### src/rtl/cpu_pkg.sv
package cpu_pkg;

	// One bit is enough, since the register file only looks for a change.
	localparam int TAG_WIDTH = 1;

	// Major opcodes handled by this datapath slice.
	localparam logic [6:0] OPCODE_OP     = 7'b0110011;
	localparam logic [6:0] OPCODE_OP_IMM = 7'b0010011;
	localparam logic [6:0] OPCODE_LUI    = 7'b0110111;

	typedef enum logic [3:0] {
		ALU_ADD,
		ALU_SUB,
		ALU_SLL,
		ALU_SLT,
		ALU_SLTU,
		ALU_XOR,
		ALU_SRL,
		ALU_SRA,
		ALU_OR,
		ALU_AND,
		ALU_PASS, // Second operand straight through, used by LUI.
		ALU_NONE  // Undecoded instruction, retires with no effect.
	} alu_op_e;

	// Decoded instruction, produced by decode and consumed by the register
	// file (indices only) and by execute.
	typedef struct packed {
		logic        valid;
		logic [4:0]  inst_rs1;
		logic [4:0]  inst_rs2;
		logic [4:0]  inst_rd;
		logic        use_imm;
		alu_op_e     alu_op;
		logic [31:0] imm;
	} fetch_data_t;

	// Result record going back to the register file.
	// A write is signalled by a change of tag, not by a valid bit.
	typedef struct packed {
		logic [TAG_WIDTH-1:0] tag;
		logic [4:0]           inst_rd;
		logic [31:0]          rd;
	} memory_data_t;

endpackage

### src/rtl/cpu_core.sv
`timescale 1ns/1ps

module cpu_core #(
	parameter logic [31:0] STACK_POINTER = 32'h0000_1000
) (
	input  logic        i_clock,
	input  logic        i_reset,
	input  logic        i_inst_valid,
	input  logic [31:0] i_inst,
	output logic        o_retire_valid,
	output logic [4:0]  o_retire_rd,
	output logic [31:0] o_retire_value
);
	import cpu_pkg::*;

	fetch_data_t  fetch_data;
	memory_data_t memory_data;
	logic [31:0]  rs1;
	logic [31:0]  rs2;

	cpu_decode u_decode (
		.i_clock      (i_clock),
		.i_reset      (i_reset),
		.i_inst_valid (i_inst_valid),
		.i_inst       (i_inst),
		.o_fetch_data (fetch_data)
	);

	// The register file also sees the result record coming back from execute.
	cpu_registers #(
		.STACK_POINTER (STACK_POINTER)
	) u_registers (
		.i_clock       (i_clock),
		.i_reset       (i_reset),
		.i_fetch_data  (fetch_data),
		.i_memory_data (memory_data),
		.o_rs1         (rs1),
		.o_rs2         (rs2)
	);

	cpu_execute u_execute (
		.i_clock        (i_clock),
		.i_reset        (i_reset),
		.i_fetch_data   (fetch_data),
		.i_rs1          (rs1),
		.i_rs2          (rs2),
		.o_memory_data  (memory_data),
		.o_retire_valid (o_retire_valid),
		.o_retire_rd    (o_retire_rd),
		.o_retire_value (o_retire_value)
	);

endmodule

### src/rtl/cpu_decode.sv
`timescale 1ns/1ps

module cpu_decode (
	input  logic                 i_clock,
	input  logic                 i_reset,
	input  logic                 i_inst_valid,
	input  logic [31:0]          i_inst,
	output cpu_pkg::fetch_data_t o_fetch_data
);
	import cpu_pkg::*;

	logic [6:0]  opcode;
	logic [2:0]  funct3;
	logic [31:0] imm_i;
	logic [31:0] imm_u;
	fetch_data_t decoded;

	assign opcode = i_inst[6:0];
	assign funct3 = i_inst[14:12];
	assign imm_i  = {{20{i_inst[31]}}, i_inst[31:20]};
	assign imm_u  = {i_inst[31:12], 12'h000};

	// Shared by OP and OP-IMM; alt is the funct7 bit 30 where it matters.
	function automatic alu_op_e alu_from_funct3(input logic [2:0] f3, input logic alt);
		case (f3)
			3'b000:  return alt ? ALU_SUB : ALU_ADD;
			3'b001:  return ALU_SLL;
			3'b010:  return ALU_SLT;
			3'b011:  return ALU_SLTU;
			3'b100:  return ALU_XOR;
			3'b101:  return alt ? ALU_SRA : ALU_SRL;
			3'b110:  return ALU_OR;
			default: return ALU_AND;
		endcase
	endfunction

	always_comb begin
		decoded          = '0;
		decoded.valid    = 1'b1;
		decoded.inst_rs1 = i_inst[19:15];
		decoded.inst_rs2 = i_inst[24:20];
		decoded.inst_rd  = i_inst[11:7];
		decoded.alu_op   = ALU_NONE;
		case (opcode)
			OPCODE_OP: begin
				decoded.alu_op = alu_from_funct3(funct3, i_inst[30]);
			end
			OPCODE_OP_IMM: begin
				decoded.use_imm = 1'b1;
				// ADDI has no SUB form, only the right shift looks at bit 30.
				decoded.alu_op = alu_from_funct3(funct3, (funct3 == 3'b101) && i_inst[30]);
				if (funct3 == 3'b001 || funct3 == 3'b101)
					decoded.imm = {27'd0, i_inst[24:20]}; // Shift amount only.
				else
					decoded.imm = imm_i;
			end
			OPCODE_LUI: begin
				decoded.use_imm  = 1'b1;
				decoded.alu_op   = ALU_PASS;
				decoded.inst_rs1 = 5'd0;
				decoded.inst_rs2 = 5'd0;
				decoded.imm      = imm_u;
			end
			default: begin
				decoded.inst_rd = 5'd0; // Unknown opcodes must not write.
			end
		endcase
	end

	always_ff @(posedge i_clock, posedge i_reset) begin
		if (i_reset)
			o_fetch_data <= '0;
		else if (i_inst_valid)
			o_fetch_data <= decoded;
		else
			o_fetch_data.valid <= 1'b0; // Other fields keep the last instruction.
	end

endmodule

### src/rtl/cpu_execute.sv
`timescale 1ns/1ps

module cpu_execute (
	input  logic                  i_clock,
	input  logic                  i_reset,
	input  cpu_pkg::fetch_data_t  i_fetch_data,
	input  logic [31:0]           i_rs1,
	input  logic [31:0]           i_rs2,
	output cpu_pkg::memory_data_t o_memory_data,
	output logic                  o_retire_valid,
	output logic [4:0]            o_retire_rd,
	output logic [31:0]           o_retire_value
);
	import cpu_pkg::*;

	fetch_data_t fetch_q; // Lines up with the registered operands.
	logic [31:0] operand_a;
	logic [31:0] operand_b;
	logic [4:0]  shamt;
	logic [31:0] result;

	always_ff @(posedge i_clock, posedge i_reset) begin
		if (i_reset)
			fetch_q <= '0;
		else
			fetch_q <= i_fetch_data;
	end

	assign operand_a = i_rs1;
	assign operand_b = fetch_q.use_imm ? fetch_q.imm : i_rs2;
	assign shamt     = operand_b[4:0];

	always_comb begin
		case (fetch_q.alu_op)
			ALU_ADD:  result = operand_a + operand_b;
			ALU_SUB:  result = operand_a - operand_b;
			ALU_SLL:  result = operand_a << shamt;
			ALU_SLT:  result = {31'd0, $signed(operand_a) < $signed(operand_b)};
			ALU_SLTU: result = {31'd0, operand_a < operand_b};
			ALU_XOR:  result = operand_a ^ operand_b;
			ALU_SRL:  result = operand_a >> shamt;
			ALU_SRA:  result = $unsigned($signed(operand_a) >>> shamt);
			ALU_OR:   result = operand_a | operand_b;
			ALU_AND:  result = operand_a & operand_b;
			ALU_PASS: result = operand_b;
			default:  result = 32'h0000_0000;
		endcase
	end

	// Every valid instruction retires, and each retirement flips the tag once,
	// which is what makes the register file take the write.
	always_ff @(posedge i_clock, posedge i_reset) begin
		if (i_reset) begin
			o_memory_data  <= '0;
			o_retire_valid <= 1'b0;
		end
		else begin
			o_retire_valid <= fetch_q.valid;
			if (fetch_q.valid) begin
				o_memory_data.tag     <= o_memory_data.tag + TAG_WIDTH'(1);
				o_memory_data.inst_rd <= fetch_q.inst_rd;
				o_memory_data.rd      <= result;
			end
		end
	end

	// Retirement report holds until the next retirement, like the record.
	assign o_retire_rd    = o_memory_data.inst_rd;
	assign o_retire_value = o_memory_data.rd;

endmodule

### src/rtl/cpu_registers.sv
`timescale 1ns/1ps

module cpu_registers #(
	parameter logic [31:0] STACK_POINTER = 32'h0000_1000
) (
	input  logic                  i_clock,
	input  logic                  i_reset,
	input  cpu_pkg::fetch_data_t  i_fetch_data,
	input  cpu_pkg::memory_data_t i_memory_data,
	output logic [31:0]           o_rs1,
	output logic [31:0]           o_rs2
);
	import cpu_pkg::*;

	logic [31:0]          r [32];
	logic [TAG_WIDTH-1:0] write_tag; // Tag of the last accepted write.
	logic                 write_en;

	// A new result is present when its tag differs from the one last seen.
	assign write_en = (i_memory_data.tag != write_tag);

	always_ff @(posedge i_clock, posedge i_reset) begin
		if (i_reset) begin
			o_rs1     <= '0;
			o_rs2     <= '0;
			write_tag <= '0;
			for (int i = 0; i < 32; i++)
				r[i] <= (i == 2) ? STACK_POINTER : 32'h0000_0000;
		end
		else begin
			// Reads see the array before this cycle's write.
			o_rs1 <= (i_fetch_data.inst_rs1 != 5'd0) ? r[i_fetch_data.inst_rs1] : 32'h0;
			o_rs2 <= (i_fetch_data.inst_rs2 != 5'd0) ? r[i_fetch_data.inst_rs2] : 32'h0;

			if (write_en) begin
				if (|i_memory_data.inst_rd)
					r[i_memory_data.inst_rd] <= i_memory_data.rd; // x0 stays zero.
				write_tag <= i_memory_data.tag;
			end
		end
	end

endmodule

### config.mk
export PLATFORM = sky130hd
export DESIGN_NAME = cpu_core
export DESIGN_NICKNAME = d
export VERILOG_FILES = /design/src/rtl/cpu_pkg.sv /design/src/rtl/cpu_core.sv /design/src/rtl/cpu_decode.sv /design/src/rtl/cpu_execute.sv /design/src/rtl/cpu_registers.sv
export SDC_FILE = /design/constraint.sdc
export NUM_CORES = 2
export LEC_CHECK = 0
export ABC_AREA = 1
export BUFFER_PORTS_ARGS = -buffer_cell sky130_fd_sc_hd__buf_2
export CAP_MARGIN = 15
export CORE_UTILIZATION = 30
export DETAILED_ROUTE_END_ITERATION = 12
export PLACE_DENSITY = 0.51
export SYNTH_ARGS = -nofsm -noshare
export SYNTH_HDL_FRONTEND = slang
export SYNTH_SLANG_ARGS = --single-unit
### constraint.sdc
create_clock -name i_clock -period 47.2 [get_ports i_clock]
set_clock_uncertainty 0.1 [all_clocks]
set_input_delay 7.08 -clock i_clock [delete_from_list [all_inputs] [get_ports i_clock]]
set_output_delay 7.08 -clock i_clock [all_outputs]
set_load 0.01 [all_outputs]
Word level (Yosys, flattened, before mapping)

Index checks and enable logic that the tools add are counted.

Bits in registers: 1224
Latch bits: 0
Memories: 0
Bits of input ports: 35
Logic and storage cells: 126
Output and inout port bits: 38
Memory bits (writable): 0
Memory bits (read-only): 0

Add/sub/neg operators: 3
Magnitude comparators: 6
Shifts and indexed selects: 3
Reduce and logical (&&, ||, !) cells: 11
Bitwise operators: 6
$mul: 0
Divide/modulo/power cells: 0
Multiplexer cells: 26
Equal/unequal tests: 20

Operators by type and width:

| kind               | number |
|---|---|
| $bwmux 1024        | 1 |
| $pmux 32 s11       | 1 |
| $bmux 32 s5        | 2 |
| $mux 32            | 9 |
| $demux 32 s5       | 1 |
| $lt 32x32->1       | 2 |
| $pmux 32 s2        | 1 |
| $pmux 4 s7         | 2 |
| $add 32x32->32     | 1 |
| $and 32x32->32     | 1 |
| $or 32x32->32      | 1 |
| $shl 32x5->32      | 1 |
| $shr 32x5->32      | 1 |
| $sshr 32x5->32     | 1 |
| $sub 32x32->32     | 1 |
| $xor 32x32->32     | 1 |
| $ge 6x6->1 const B | 3 |
| $not 5->6          | 3 |
| $eq 4x3->1 const B | 4 |
| $eq 7x6->1 const B | 2 |
| $eq 4x4->1 const B | 3 |
| $pmux 4 s3         | 1 |
| $mux 10            | 1 |
| $reduce_bool 5->1  | 2 |
| 19 further kinds   | 29 |

Depth between registers and ports, before layout

Depth in word-level cells: 6
Mapped depth: 25
Mapped depth without buffers: 21

Hierarchy

From an unflattened synthesis, not the netlist that was laid out.

Cell total of the unflattened synthesis: 11077
Area total of the unflattened synthesis: 74261.2 um^2

Modules (own cells, without submodules):

| module        | times used | sequential area each (um^2) | cells each | area an instance (um^2) |
|---|---|---|---|---|
| cpu_registers | 1          | 27252.4                     | 8386       | 58409.8 |
| cpu_execute   | 1          | 2052.0                      | 2397       | 13486.7 |
| cpu_decode    | 1          | 1326.3                      | 294        | 2364.8 |

Worst setup path before layout

No wires, ideal clock.

Kind: input-to-reg
Start: input port i_inst[5]
End: register u_decode.o_fetch_data[36] in the netlist's numbering
Arrival: 8.376 ns
Data required time: 47.018 ns
Stages on the path: 7
Setup time: 0.082 ns
Buffers on the path: 1
Path slack: 38.642 ns
Cell sequence: nand2_1 > nor2_1 > inv_1 > nor4_1 > inv_1 > clkbuf_1 > a31oi_1

Longest elaborated chain between the ends: 3
Elaborated cells on any way between the ends: 4
Classes of those cells: eq/ne: 2; mux: 1; reduce/logical: 1

RTL lines:

| element                                         | line             | RTL |
|---|---|---|
| start, declared                                 | cpu_core.sv:9    | `input logic [31:0] i_inst,` |
| $eq 7x5->1 / $eq 7x6->1 (equally long branches) | cpu_decode.sv:44 | `case (opcode)` |
| $reduce_or 2->1 (no line) *                     | n/a              |  |
| $mux 1 *                                        | cpu_decode.sv:44 |  |
| end signal, assigned                            | cpu_decode.sv:74 | `o_fetch_data <= decoded;` |
| end, declared                                   | cpu_decode.sv:8  | `output cpu_pkg::fetch_data_t o_fetch_data` |

Mark *: on every way between the ends. The rest lies on a longest branch, timed or not.
A chain may end at the register's enable or synchronous reset.

==> impl.org <==
** Synthesis
- For this run, the number of Yosys warnings is 0.
- In this run, distinct cell masters in the synthesized netlist total 54.
- Sequential area share after synthesis :: 42.9%
- Share of synthesized registers carrying an async set or reset :: 100%
- Number of synthesized flops with an enable pin :: 0
- Synthesis produced a netlist whose cell count is 9979.
- Average cell area after synthesis :: 7.16 um^2
- For this run, the leading register cell type out of synthesis is sky130_fd_sc_hd__dfrtp_1.
- The synthesized netlist occupies a cell area of 71500 um^2.
- In this run, synthesis produced a sequential element count of 1224.
- Counting every net in the synthesized netlist gives 10100.

** Clocking
- Hold repair after CTS inserted 0 buffers.
- The tree built by TritonCTS fans out to 1224 sinks.
- After clock tree synthesis, the clock-pin slew on the worst setup and hold paths is 0.06 ns.
- # Post-CTS Setup Buffers :: 0
- In this run the number of H-tree levels came out at 4.
- In this run, post-CTS repair resized a total of 0 instances.
- Deepest clock path buffer count :: 3
- Clock latency on the worst-skew pair, taken at its later pin, is 0.82 ns.
- Clock root buffer master :: sky130_fd_sc_hd__clkbuf_16
- CTS tree :: done
- Counting the buffers created by CTS gives 144.

** Placed design
- Placer congestion estimate :: 1.03
- Half-perimeter wire length of the detailed placement result :: 208000 um
- Post-place setup slack :: 34.80 ns
- Once placement completed, the tool counted placed cells totaling 12500.
- Buffers placed on the I/O ports in this run total 72.

** Cells and area
- Post-synthesis to final-layout area growth :: 10.2%
- At the end of the flow, the number of nets in the layout was 9620.
- Leading cell types in the layout, fill and taps excluded :: sky130_fd_sc_hd__nand2_1 (2435), sky130_fd_sc_hd__o21ai_0 (2057), sky130_fd_sc_hd__dfrtp_1 (1212)
- Leaving out fill and tap cells, the most frequent cell in the layout is sky130_fd_sc_hd__nand2_1.
- The finished layout holds 12700 standard cells, fillers aside.
- Of the cells placed in the final design, the portion with a size suffix greater than 1 is 5.94%.

** Timing
- Setup slack closes at 35.87 ns.
- The worst pin sits at a relative slew slack of 17.5%.
- Finish-stage setup viols :: 0
- Hold timing on the final database bottoms out at a slack of 0.249 ns.
- Setup repair after global routing left no endpoint under its margin.
- Setup total negative slack on the finished layout was measured at 0 ns.
- Highest clock frequency the design can meet :: 0.0883 GHz
- Least-Margin Pin Slew :: 1.24 ns
- The number of hold-slack violations in the final timing report was 0.
- The total count of max-transition violations in the final report was 0.
- The final critical path takes up 24.0% of the cycle.
- Final min period :: 11.33 ns

** Setup path
- The slowest stage of the critical path is the sky130_fd_sc_hd__buf_4 cell.
- The number of cells on the worst reg-to-reg path is 8.
- The worst setup path is captured at an asynchronous set/reset pin.
- Traced cell by cell, the critical path runs through buf_2 -> inv_8 -> buf_4 -> buf_4 -> buf_4 -> buf_4 -> buf_4.
- Data arrives at the worst endpoint at 12.06 ns.
- The worst setup path is of the in2async kind.
- Worst EP required :: 47.93 ns
- The kind of cell with the highest combined delay along the critical path is buffers and inverters.
- Worst R2R Start :: u_decode.o_fetch_data[49]$_DFFE_PP0P_
- The cell that appears most often on the critical path is sky130_fd_sc_hd__buf_4.
- The most critical setup path has its startpoint at i_reset.
- Counting both buffers and inverters, the worst setup path holds a total of 7.
- Worst setup slack for register-to-register paths :: 41.48 ns
- Critical Path Source Type :: primary input
- Along the worst path, the maximum fanout reaches 127.
- Max incr delay on CP :: 0.81 ns
- The critical path runs through a total of 7 cells.
- The worst register-to-register path ends at u_registers.o_rs1[27]$_DFF_PP0_.

** GRT
- Vias in the first global route :: 66900
- Initial antenna violation count :: 28
- For this run, global-route usage on met3 was measured as 4.58%.
- Most heavily used metal layer in global routing :: met2
- The first global-routing pass estimated 482000 um of wire.
- Global routing used 27.2% of the available tracks across all layers.
- Grt total ovfl :: 0
- Global routing met2 resource utilization :: 41.6%
- Entering global routing, the biggest net connects 214 pins.
- Global routing usage on met1 :: 36.7%

** Drt
- For this run, the detailed router's first-pass iteration total came to 7.
- Number of remaining DRC errors :: 0
- Initial drt markers :: 9510
- Average wire length per cell after detail routing :: 26.3 um
- Vias after detailed routing :: 72200
- Once detail routing completed, the nets flagged for antenna violations numbered 0.
- Using the TritonRoute via totals, the vias-per-cell ratio works out to 5.67.
- The final layout contains routed wiring with a total length of 335000 um.

** Worst hold path
- The worst hold path belongs to the class reg2reg.
- Destination of the worst hold path :: u_execute.fetch_q[52]$_DFF_PP0_
- In this run the most critical hold path is launched from u_decode.o_fetch_data[52]$_DFF_PP0_.
- The worst hold path passes through 0 cells.

** Floorplan
- Measured along the x axis, the die boundary spans 490 um.
- In this run the core area contains 178 standard-cell rows.
- # IOs :: 73
- Area enclosed by the die boundary :: 240000 um^2
- DIE HEIGHT :: 490 um
- The core region is 236000 um^2.
- Once the floorplan was initialized, standard cells occupied 30.3% of the core.

** Power
- In this run the static leakage power is 33.6 nW.
- Total power per unit cell area :: 37.4 nW/um^2
- Worst supply voltage drop on vdd :: 0.0000373 V
- Power Total :: 2.95 mW

** Flow run
- The tool flagged a number of max-cap violations equal to 0.

** Status
- Outcome :: complete, no violations
metal layers:
metal | wire (um) | vias to the layer above
met3 | 27700 | 747
met4 | 18300 | 20
li1 | - | 32600
met1 | 142000 | 35300
met5 | 163 | -
met2 | 147000 | 3590
layout make-up:
| cell class | instances | area, um^2 |
|---|---|---|
| multi-input cells | 7170 | 34900 |
| inverters | 695 | 2640 |
| repair buffers | 250 | 1860 |
| fillers | 25300 | 157000 |
| flip-flops and latches | 1224 | 30700 |
| well taps | 3150 | 3940 |
| diodes | 8 | 20.0 |
| clock inverters | 37 | 503 |
| clock buffers | 209 | 4250 |
cell families (layout without fill, tap and decap cells):
group	count (synthesis)	after routing	synth area share (%)
DFF	1224	1224	42.9
buffers and inverters	1585	1191	8.59
xor gates and xnor gates	3	3	0.0473
muxes	2	2	0.0280
and+or+nand+nor	3749	3749	21.5
other	0	8	0
AOI/OAI and AO/OA	3316	3316	25.2
adders and majority gates	100	100	1.77
worst max path at each step:
stage	to	slack [ns]
4_1_cts	u_registers.r[817]$_DFFE_PP0P_	35.68
2_1_floorplan	u_decode.o_fetch_data[0]$_DFFE_PP0P_	5.53
3_3_place_gp	u_registers.r[529]$_DFFE_PP0P_	34.89
5_1_grt	u_registers.r[817]$_DFFE_PP0P_	35.18
3_5_place_dp	u_registers.r[593]$_DFFE_PP0P_	34.80
6_report	u_registers.r[817]$_DFFE_PP0P_	35.87
synthesized netlist by cell type (25+ instances only):
cell                           n  area, um^2
sky130_fd_sc_hd__nand3_1     644        3220
sky130_fd_sc_hd__dfrtp_1    1223       30600
sky130_fd_sc_hd__nor2_1      509        1910
sky130_fd_sc_hd__nand2_1    2444        9170
sky130_fd_sc_hd__ha_1         98        1230
sky130_fd_sc_hd__inv_1       685        2570
sky130_fd_sc_hd__a21oi_1     512        2560
sky130_fd_sc_hd__o21ai_1     131         656
sky130_fd_sc_hd__o22ai_1     129         807
sky130_fd_sc_hd__or2_2        28         175
sky130_fd_sc_hd__o211ai_1    220        1650
sky130_fd_sc_hd__a211oi_1     60         450
sky130_fd_sc_hd__buf_2        31         155
sky130_fd_sc_hd__o2111ai_1    25         219
sky130_fd_sc_hd__buf_1        69         259
sky130_fd_sc_hd__nor3_1       34         170
sky130_fd_sc_hd__nand4_1      37         231
sky130_fd_sc_hd__a31oi_1      74         463
sky130_fd_sc_hd__clkbuf_1    749        2810
sky130_fd_sc_hd__o21ai_0    2059       10300
sky130_fd_sc_hd__buf_4        40         300
sky130_fd_sc_hd__a221oi_1     27         236
report_power, final:
part / leakage, nW / switching [mW] / internal, mW
combinational: 14.4 / 0.526 / 0.172
sequential: 16.9 / 0.0353 / 1.07
clock: 2.34 / 0.480 / 0.669
total: 33.6 / 1.04 / 1.91
through the flow:
step | utilization [%] | instance area, um^2
final | 33.4 | 78700
after CTS | 33.3 | 78700
after detailed placement | 31.3 | 73900
after floorplan | - | 71500
after global routing | 33.3 | 78700
after global placement | 31.3 | 73900
registers in the layout (all words and copies together), names as in the netlist:
signal / flops
u_decode.o_fetch_data: 53
u_execute.o_retire_value: 32
u_registers.o_rs1: 32
u_registers.r: 1024
u_execute.o_retire_rd: 5
u_execute.fetch_q: 43
u_registers.o_rs2: 32
u_execute.o_retire_valid: 1
u_registers.write_tag: 1
u_execute.o_memory_data: 1
No activity file was read; power rests on OpenSTA's default activity.
